==> src/rtl/dac_serial_pkg.sv <==
//##########################################################################
// dac serial control package
// widths, types, pin bundle, state encoding and register map shared by
// the AD5668 DAC serial control path
//##########################################################################

package dac_serial_pkg;

  // three DAC groups on the board, three AD5668 per group
  localparam int N_DAC_GROUPS = 3;
  localparam int N_DAC_CHIPS = 3;
  // one AD5668 command frame
  localparam int FRAME_BITS = 32;
  localparam logic [15:0] FW_VERSION = 16'h0003;

  typedef logic [FRAME_BITS-1:0] dac_frame_t;
  typedef logic [N_DAC_GROUPS-1:0] group_sel_t;
  typedef logic [N_DAC_CHIPS-1:0] chip_sel_t;
  typedef logic [$clog2(FRAME_BITS)-1:0] bit_idx_t;
  typedef logic [7:0] apb_addr_t;
  typedef logic [31:0] apb_data_t;

  // transfer to come, as held by the register file
  typedef struct packed {
    dac_frame_t frame;
    group_sel_t group_sel;
    chip_sel_t chip_sel;
  } dac_cfg_t;

  // board pins, sync_n index is group * N_DAC_CHIPS + chip
  typedef struct packed {
    logic [N_DAC_GROUPS-1:0] sclk;
    logic [N_DAC_GROUPS-1:0] din;
    logic [N_DAC_GROUPS*N_DAC_CHIPS-1:0] sync_n;
  } dac_pins_t;

  typedef enum logic [1:0] {
    ST_IDLE,
    ST_SETUP,
    ST_SHIFT,
    ST_HOLD
  } spi_state_t;

  // byte offsets on the APB
  localparam apb_addr_t REG_VERSION = 8'h00;
  localparam apb_addr_t REG_GROUP_SEL = 8'h04;
  localparam apb_addr_t REG_CHIP_SEL = 8'h08;
  localparam apb_addr_t REG_DATA_HI = 8'h0C;
  localparam apb_addr_t REG_DATA_LO = 8'h10;
  localparam apb_addr_t REG_TASK = 8'h14;

endpackage

==> src/rtl/dac_ctrl_regs.sv <==
//##########################################################################
// dac control registers
// APB slave holding the DAC group and chip selects, the two halves of the
// frame and the start/busy task register
//##########################################################################

module dac_ctrl_regs import dac_serial_pkg::*; (
  input  logic      i_lclk,
  input  logic      i_lclk_rst,
  input  logic      i_psel,
  input  logic      i_penable,
  input  logic      i_pwrite,
  input  apb_addr_t i_paddr,
  input  apb_data_t i_pwdata,
  input  logic      i_busy,
  output apb_data_t o_prdata,
  output logic      o_pready,
  output logic      o_pslverr,
  output dac_cfg_t  o_cfg,
  output logic      o_start
);

  localparam int HALF_BITS = FRAME_BITS / 2;

  logic access;
  logic mapped;
  logic locked;
  logic wr_en;
  group_sel_t group_sel_q;
  chip_sel_t chip_sel_q;
  logic [HALF_BITS-1:0] data_hi_q;
  logic [HALF_BITS-1:0] data_lo_q;
  logic start_q;

  // access phase of an APB transfer
  assign access = i_psel & i_penable;

  // address decode
  // locked registers refuse writes while a frame is in flight
  always_comb begin
    mapped = 1'b1;
    locked = 1'b1;
    case (i_paddr)
      REG_VERSION: begin
        locked = 1'b0;
      end
      REG_GROUP_SEL, REG_CHIP_SEL, REG_DATA_HI, REG_DATA_LO, REG_TASK: begin
        locked = 1'b1;
      end
      default: begin
        mapped = 1'b0;
        locked = 1'b0;
      end
    endcase
  end

  assign wr_en = access & i_pwrite & mapped & locked & ~i_busy;

  // zero wait states
  assign o_pready = 1'b1;
  // unmapped offset, or a write that lands while busy
  assign o_pslverr = access & (~mapped | (i_pwrite & locked & i_busy));

  // read mux, unmapped reads give 0
  always_comb begin
    o_prdata = '0;
    if (access && !i_pwrite) begin
      case (i_paddr)
        REG_VERSION: o_prdata = apb_data_t'(FW_VERSION);
        REG_GROUP_SEL: o_prdata = apb_data_t'(group_sel_q);
        REG_CHIP_SEL: o_prdata = apb_data_t'(chip_sel_q);
        REG_DATA_HI: o_prdata = apb_data_t'(data_hi_q);
        REG_DATA_LO: o_prdata = apb_data_t'(data_lo_q);
        // busy in bit 0
        REG_TASK: o_prdata = apb_data_t'(i_busy);
        default: o_prdata = '0;
      endcase
    end
  end

  always_ff @(posedge i_lclk) begin
    if (i_lclk_rst) begin
      group_sel_q <= '0;
      chip_sel_q <= '0;
      data_hi_q <= '0;
      data_lo_q <= '0;
      start_q <= 1'b0;
    end else begin
      // start is a single cycle pulse
      start_q <= 1'b0;
      if (wr_en) begin
        case (i_paddr)
          REG_GROUP_SEL: group_sel_q <= i_pwdata[N_DAC_GROUPS-1:0];
          REG_CHIP_SEL: chip_sel_q <= i_pwdata[N_DAC_CHIPS-1:0];
          REG_DATA_HI: data_hi_q <= i_pwdata[HALF_BITS-1:0];
          REG_DATA_LO: data_lo_q <= i_pwdata[HALF_BITS-1:0];
          REG_TASK: start_q <= i_pwdata[0];
          default: start_q <= 1'b0;
        endcase
      end
    end
  end

  assign o_start = start_q;

  // frame high half sits in the upper 16 bits
  assign o_cfg = '{
    frame: {data_hi_q, data_lo_q},
    group_sel: group_sel_q,
    chip_sel: chip_sel_q
  };

endmodule

==> src/rtl/dac_spi_fsm.sv <==
//##########################################################################
// dac spi sequencer
// steps one frame through setup, shift and hold on half period ticks and
// produces the sclk level, load and shift strobes
//##########################################################################

module dac_spi_fsm import dac_serial_pkg::*; (
  input  logic i_lclk,
  input  logic i_lclk_rst,
  input  logic i_start,
  input  logic i_half_tick,
  input  logic i_last_bit,
  output logic o_busy,
  output logic o_timer_run,
  output logic o_load,
  output logic o_shift,
  output logic o_sclk_level,
  output logic o_frame_active
);

  spi_state_t state_q;
  spi_state_t state_d;
  logic sclk_q;
  logic sclk_d;
  logic active;
  logic rise;

  // the start cycle already counts as the first setup cycle
  assign active = i_start | (state_q != ST_IDLE);
  // low half done, sclk about to rise
  assign rise = (state_q == ST_SHIFT) & ~sclk_q & i_half_tick;

  assign o_busy = active;
  assign o_timer_run = active;
  assign o_frame_active = active;
  assign o_load = i_start & (state_q == ST_IDLE);
  // next bit on each rise, none after bit 0
  assign o_shift = rise & ~i_last_bit;
  assign o_sclk_level = sclk_q;

  always_comb begin
    state_d = state_q;
    sclk_d = sclk_q;
    case (state_q)
      ST_IDLE: begin
        if (i_start) begin
          state_d = ST_SETUP;
        end
      end
      // sync low, sclk high, msb on din
      ST_SETUP: begin
        if (i_half_tick) begin
          state_d = ST_SHIFT;
        end
      end
      ST_SHIFT: begin
        if (i_half_tick) begin
          // falling edge, DAC samples here
          if (sclk_q) begin
            sclk_d = 1'b0;
          end else begin
            sclk_d = 1'b1;
            if (i_last_bit) begin
              state_d = ST_HOLD;
            end
          end
        end
      end
      // sclk high for one half period before sync rises
      ST_HOLD: begin
        if (i_half_tick) begin
          state_d = ST_IDLE;
        end
      end
      default: state_d = ST_IDLE;
    endcase
  end

  always_ff @(posedge i_lclk) begin
    if (i_lclk_rst) begin
      state_q <= ST_IDLE;
      sclk_q <= 1'b1;
    end else begin
      state_q <= state_d;
      sclk_q <= sclk_d;
    end
  end

endmodule

==> src/rtl/dac_sclk_timer.sv <==
//##########################################################################
// sclk timer
// half period divider and bit counter pacing the spi sequencer
//##########################################################################

module dac_sclk_timer import dac_serial_pkg::*; #(
  parameter int P_SCLK_HALF = 4
) (
  input  logic i_lclk,
  input  logic i_lclk_rst,
  input  logic i_run,
  input  logic i_shift,
  output logic o_half_tick,
  output logic o_last_bit
);

  localparam int CNT_W = (P_SCLK_HALF > 1) ? $clog2(P_SCLK_HALF) : 1;
  localparam logic [CNT_W-1:0] RELOAD = CNT_W'(P_SCLK_HALF - 1);

  logic [CNT_W-1:0] half_cnt_q;
  bit_idx_t bit_idx_q;

  // tick on the last cycle of each half period
  assign o_half_tick = i_run & (half_cnt_q == '0);
  // bit 0 of the frame is on din
  assign o_last_bit = (bit_idx_q == bit_idx_t'(FRAME_BITS - 1));

  always_ff @(posedge i_lclk) begin
    if (i_lclk_rst) begin
      half_cnt_q <= RELOAD;
      bit_idx_q <= '0;
    end else begin
      // held at reload while idle so the first half starts clean
      if (!i_run || half_cnt_q == '0) begin
        half_cnt_q <= RELOAD;
      end else begin
        half_cnt_q <= half_cnt_q - 1'b1;
      end
      // counts bits already shifted out
      if (!i_run) begin
        bit_idx_q <= '0;
      end else if (i_shift) begin
        bit_idx_q <= bit_idx_q + 1'b1;
      end
    end
  end

endmodule

==> src/rtl/dac_frame_shifter.sv <==
//##########################################################################
// dac frame shifter
// shifts the frame out msb first and steers sclk, din and sync_n onto
// the selected DAC groups and chips
//##########################################################################

module dac_frame_shifter import dac_serial_pkg::*; (
  input  logic      i_lclk,
  input  logic      i_lclk_rst,
  input  dac_cfg_t  i_cfg,
  input  logic      i_load,
  input  logic      i_shift,
  input  logic      i_sclk_level,
  input  logic      i_frame_active,
  output dac_pins_t o_dac_pins
);

  dac_frame_t shreg_q;
  logic din_bit;
  dac_pins_t pins_q;

  // bit that will be on din next cycle
  always_comb begin
    if (i_load) begin
      din_bit = i_cfg.frame[FRAME_BITS-1];
    end else if (i_shift) begin
      din_bit = shreg_q[FRAME_BITS-2];
    end else begin
      din_bit = shreg_q[FRAME_BITS-1];
    end
  end

  // frame capture and left shift
  always_ff @(posedge i_lclk) begin
    if (i_load) begin
      shreg_q <= i_cfg.frame;
    end else if (i_shift) begin
      shreg_q <= {shreg_q[FRAME_BITS-2:0], 1'b0};
    end
  end

  // registered pins
  // unselected lines and idle time sit at sclk high, din low, sync_n high
  always_ff @(posedge i_lclk) begin
    if (i_lclk_rst) begin
      pins_q.sclk <= '1;
      pins_q.din <= '0;
      pins_q.sync_n <= '1;
    end else begin
      for (int g = 0; g < N_DAC_GROUPS; g++) begin
        pins_q.sclk[g] <= i_cfg.group_sel[g] ? i_sclk_level : 1'b1;
        pins_q.din[g] <= i_cfg.group_sel[g] & i_frame_active & din_bit;
        // one sync_n per chip of the group
        for (int c = 0; c < N_DAC_CHIPS; c++) begin
          pins_q.sync_n[g*N_DAC_CHIPS+c] <=
            ~(i_frame_active & i_cfg.group_sel[g] & i_cfg.chip_sel[c]);
        end
      end
    end
  end

  assign o_dac_pins = pins_q;

endmodule

==> src/rtl/dac_serial_ctrl.sv <==
//##########################################################################
// dac serial control top
// APB controlled serial write path for the three AD5668 DAC groups
//##########################################################################

module dac_serial_ctrl import dac_serial_pkg::*; #(
  // lclk cycles per sclk half period, at least 2
  parameter int P_SCLK_HALF = 4
) (
  input  logic      i_lclk,
  input  logic      i_lclk_rst,
  input  logic      i_psel,
  input  logic      i_penable,
  input  logic      i_pwrite,
  input  apb_addr_t i_paddr,
  input  apb_data_t i_pwdata,
  output apb_data_t o_prdata,
  output logic      o_pready,
  output logic      o_pslverr,
  output dac_pins_t o_dac_pins
);

  // register file view of the next transfer
  dac_cfg_t cfg;
  logic start;
  logic busy;
  // sequencer strobes
  logic timer_run;
  logic load;
  logic shift;
  logic sclk_level;
  logic frame_active;
  // timer feedback
  logic half_tick;
  logic last_bit;

  dac_ctrl_regs regs_i (
    .i_lclk     (i_lclk),
    .i_lclk_rst (i_lclk_rst),
    .i_psel     (i_psel),
    .i_penable  (i_penable),
    .i_pwrite   (i_pwrite),
    .i_paddr    (i_paddr),
    .i_pwdata   (i_pwdata),
    .i_busy     (busy),
    .o_prdata   (o_prdata),
    .o_pready   (o_pready),
    .o_pslverr  (o_pslverr),
    .o_cfg      (cfg),
    .o_start    (start)
  );

  dac_spi_fsm fsm_i (
    .i_lclk         (i_lclk),
    .i_lclk_rst     (i_lclk_rst),
    .i_start        (start),
    .i_half_tick    (half_tick),
    .i_last_bit     (last_bit),
    .o_busy         (busy),
    .o_timer_run    (timer_run),
    .o_load         (load),
    .o_shift        (shift),
    .o_sclk_level   (sclk_level),
    .o_frame_active (frame_active)
  );

  dac_sclk_timer #(
    .P_SCLK_HALF (P_SCLK_HALF)
  ) timer_i (
    .i_lclk      (i_lclk),
    .i_lclk_rst  (i_lclk_rst),
    .i_run       (timer_run),
    .i_shift     (shift),
    .o_half_tick (half_tick),
    .o_last_bit  (last_bit)
  );

  dac_frame_shifter shifter_i (
    .i_lclk         (i_lclk),
    .i_lclk_rst     (i_lclk_rst),
    .i_cfg          (cfg),
    .i_load         (load),
    .i_shift        (shift),
    .i_sclk_level   (sclk_level),
    .i_frame_active (frame_active),
    .o_dac_pins     (o_dac_pins)
  );

endmodule

==> config.mk <==
export PLATFORM = sky130hd
export DESIGN_NAME = dac_serial_ctrl
export DESIGN_NICKNAME = d
export VERILOG_FILES = /design/src/rtl/dac_serial_pkg.sv /design/src/rtl/dac_ctrl_regs.sv /design/src/rtl/dac_spi_fsm.sv /design/src/rtl/dac_sclk_timer.sv /design/src/rtl/dac_frame_shifter.sv /design/src/rtl/dac_serial_ctrl.sv
export SDC_FILE = /design/constraint.sdc
export NUM_CORES = 1
export LEC_CHECK = 0
export ABC_AREA = 1
export BUFFER_PORTS_ARGS = -buffer_cell sky130_fd_sc_hd__buf_2
export CELL_PAD_IN_SITES_DETAIL_PLACEMENT = 1
export CELL_PAD_IN_SITES_GLOBAL_PLACEMENT = 2
export CORE_ASPECT_RATIO = 2
export CORE_UTILIZATION = 33
export CTS_BUF_LIST = sky130_fd_sc_hd__clkbuf_8 sky130_fd_sc_hd__clkbuf_16
export CTS_CLUSTER_SIZE = 24
export DETAILED_ROUTE_END_ITERATION = 10
export HOLD_SLACK_MARGIN = 0.06
export PLACE_DENSITY_LB_ADDON = 0.1
export SYNTH_ARGS = -nofsm -noshare
export SYNTH_HDL_FRONTEND = slang
export SYNTH_SLANG_ARGS = --single-unit
==> constraint.sdc <==
create_clock -name i_lclk -period 3.7 [get_ports i_lclk]
set_input_delay 0.74 -clock i_lclk [delete_from_list [all_inputs] [get_ports i_lclk]]
set_output_delay 0.74 -clock i_lclk [all_outputs]
set_load 0.01 [all_outputs]
==> reports/metrics.csv <==
metric,value,unit
status,"finished, final reports clean",
ys_ff_latch,96,
min_path_type,reg2reg,
synth_most_common_cell,nand2_1,
slew_violations,0,
setup_violations,0,
p_switching,578,uW
synth_edf_count,32,
p_int,1.70,mW
via_per_inst,4.63,
power.density,449,nW/um2
htreeDepth,3,
use_met3,0.0224,
grt_overflow,0,
worst_ep_required_time,2960,ps
synth_top_flop_cell,dfxtp_1,
fin_tns_setup,0,ps
via_count,3620,
cts_tree,built,
root_buffer,clkbuf_16,
period_minus_slack,3090,ps
max_slew_margin,0.384,
busiest_layer,met2,
io_buffers,60,
rsz0062_at_grt,false,
cts_sinks,96,
async_flop_share,0,
ys_types,26,
drive_gt1_frac,0.154,
cts_made_buffers,9,
synthTopCellsByArea,"dfxtp_1 (29%), edfxtp_1 (22%), nand2_1 (14%)",
netSwitchingFraction,0.254,
fin_nets,677,
cts_hold_buf,0,
path_max_fanout,10,
crit_path_top_delay_cell,nor2_2,
crit_arrival,2350,ps
yosys.area.top_type,dfxtp_1,
routedWlPerCell,14.4,um
drt_iter0_drc,101,
row_count,59,
initial_core_util,0.338,
synth_seq_area_share,0.511,
coreArea,13000,um2
drc,0,
peakVddDrop,0.235,mV
boundaryPins,94,
p_clk_frac,0.433,
cp_top_family,simple AND/OR/NAND/NOR gates,
seqPwrFrac,0.486,
hold_viol,0,
syn2layout_area_growth,15.6,%
synth_top_area_frac,0.292,
holdWs,401,ps
grt_max_degree,33,
gp_congestion,0.715,
grt_pass1_vias,3804,
p_leak,2.34,nW
avgSynthCellArea,7.74,um2
cts_resized,0,
dp_hpwl,8250,um
worst_pin_slew,923,ps
maxCapViolCount,0,
dr.pass1.iters,4,
cts_setup_buffers,0,
fp.dieW,83.6,um
critical_path_class,in2out,
ys_warn_count,0,
synth_top_cells_by_count,"nand2_1 (166), nor2_1 (104), dfxtp_1 (64), inv_1 (61), o21ai_0 (39)",
start_kind,primary input,
grt_usage,0.173,
skew,7.64,ps
period_share,0.835,
worstPathCellList,buf_2 -> nor2_1 -> nand2_2 -> nor2_2 -> nor2_1 -> nand4_1 -> nand2_1 -> buf_4 -> a21oi_1 -> buf_2,
clk_path_buf_depth,2,
grt_util_met2,0.351,
crit_buf_inv,3,
syn_inst,567,
synthesis.area,4390,um2
diodes,0,
worst_setup_path_end_kind,output pin,
die_y,165,um
ant_nets,0,
grt_pass1_wl,18200,um
die_area,13800,um2
use_met1,0.169,
slowest_delay,280,ps
antenna_found_initial,0,
p_comb_frac,0.081,
fmax,0.324,GHz
finalWirelength,11200,um
clkLatencyLatePin,350,ps
clkTransAtPathRegs,70,ps
cell type report:
| class | count | area (um2) |
|---|---|---|
| clock buffer | 11 | 275 |
| clock inverter | 5 | 41.3 |
| fill | 1665 | 7920 |
| inverter | 61 | 229 |
| multi-input combinational | 389 | 1740 |
| sequential | 96 | 2240 |
| tap | 152 | 190 |
| timing repair buffer | 68 | 360 |
cell families (layout without fill, tap and decap cells):
family	after synthesis	count (layout)	synth area share
flops	96	96	0.511
buf+inv	97	145	0.106
simple gates	294	294	0.276
fa+ha+maj	7	7	0.0200
other cells	2	17	0.00171
compound gates	71	71	0.0849
metal layers:
layer / vias to the layer above / wire (um) / part of all wire
li1: 1846 / - / -
met1: 1708 / 4240 / 0.38
met2: 49 / 6500 / 0.58
met3: 17 / 212 / 0.019
met4: 0 / 270 / 0.024
met5: - / 0 / 0
cells in the final DEF (no fill, tap or decap), drive strengths merged:
master	Yosys	layout
a211oi	2	2
a21boi	3	3
a21oi	24	24
buf	28	68
clkbuf	8	11
clkinv	0	1
clkinvlp	0	1
conb	2	17
dfxtp	64	64
edfxtp	32	32
ha	7	7
inv	61	64
nand2	168	168
nand3	6	6
nand4	7	7
nor2	110	110
nor3	1	1
o21ai	39	39
o22ai	2	2
o31ai	1	1
or2	2	2
metrics by stage:
| step | area [um2] | worst slack (ps) | utilization | cells | power (mW) |
|---|---|---|---|---|---|
| after CTS | 5070 | 569 | 0.391 | 782 | 2.31 |
| after floorplan | 4450 | 1130 | - | 582 | 1.27 |
| after global placement | 4760 | 603 | 0.366 | 766 | 1.31 |
| final | 5070 | 610 | 0.391 | 782 | 2.28 |
| after global routing | 5070 | 427 | 0.391 | 782 | 2.37 |
| after detailed placement | 4760 | 570 | 0.366 | 766 | 1.32 |
path summary, 6_finish.rpt:
check / startpoint / end / slack, ps / cells past startpoint
worst max register to register: fsm_i.state_q[1] / regs_i.data_hi_q[11] / 1450 / 8
worst min-delay path: timer_i.half_cnt_q[0] / timer_i.half_cnt_q[0] / 400 / 1
worst min register to register: timer_i.half_cnt_q[0] / timer_i.half_cnt_q[0] / 400 / 1
worst max-delay path: i_paddr[5] / o_prdata[2] / 610 / 10
state kept, by name (all words and copies together) (netlist names):
register and cells:
shifter_i.shreg_q 32, regs_i.data_hi_q 16, regs_i.data_lo_q 16, shifter_i.o_dac_pins 15
timer_i.bit_idx_q 5, regs_i.chip_sel_q 3, regs_i.group_sel_q 3, fsm_i.state_q 2
timer_i.half_cnt_q 2, fsm_i.o_sclk_level 1, regs_i.o_start 1
power by group through the flow:
stage               clock network [mW]  registers, mW  logic [mW]
finish                           0.985           1.11       0.184
global route                      1.05           1.11       0.210
CTS                               1.01           1.11       0.189
detailed placement                   0           1.13       0.189
global placement                     0           1.13       0.177
floorplan                            0           1.13       0.137
Note: power is estimated with default switching activity, not from simulation.
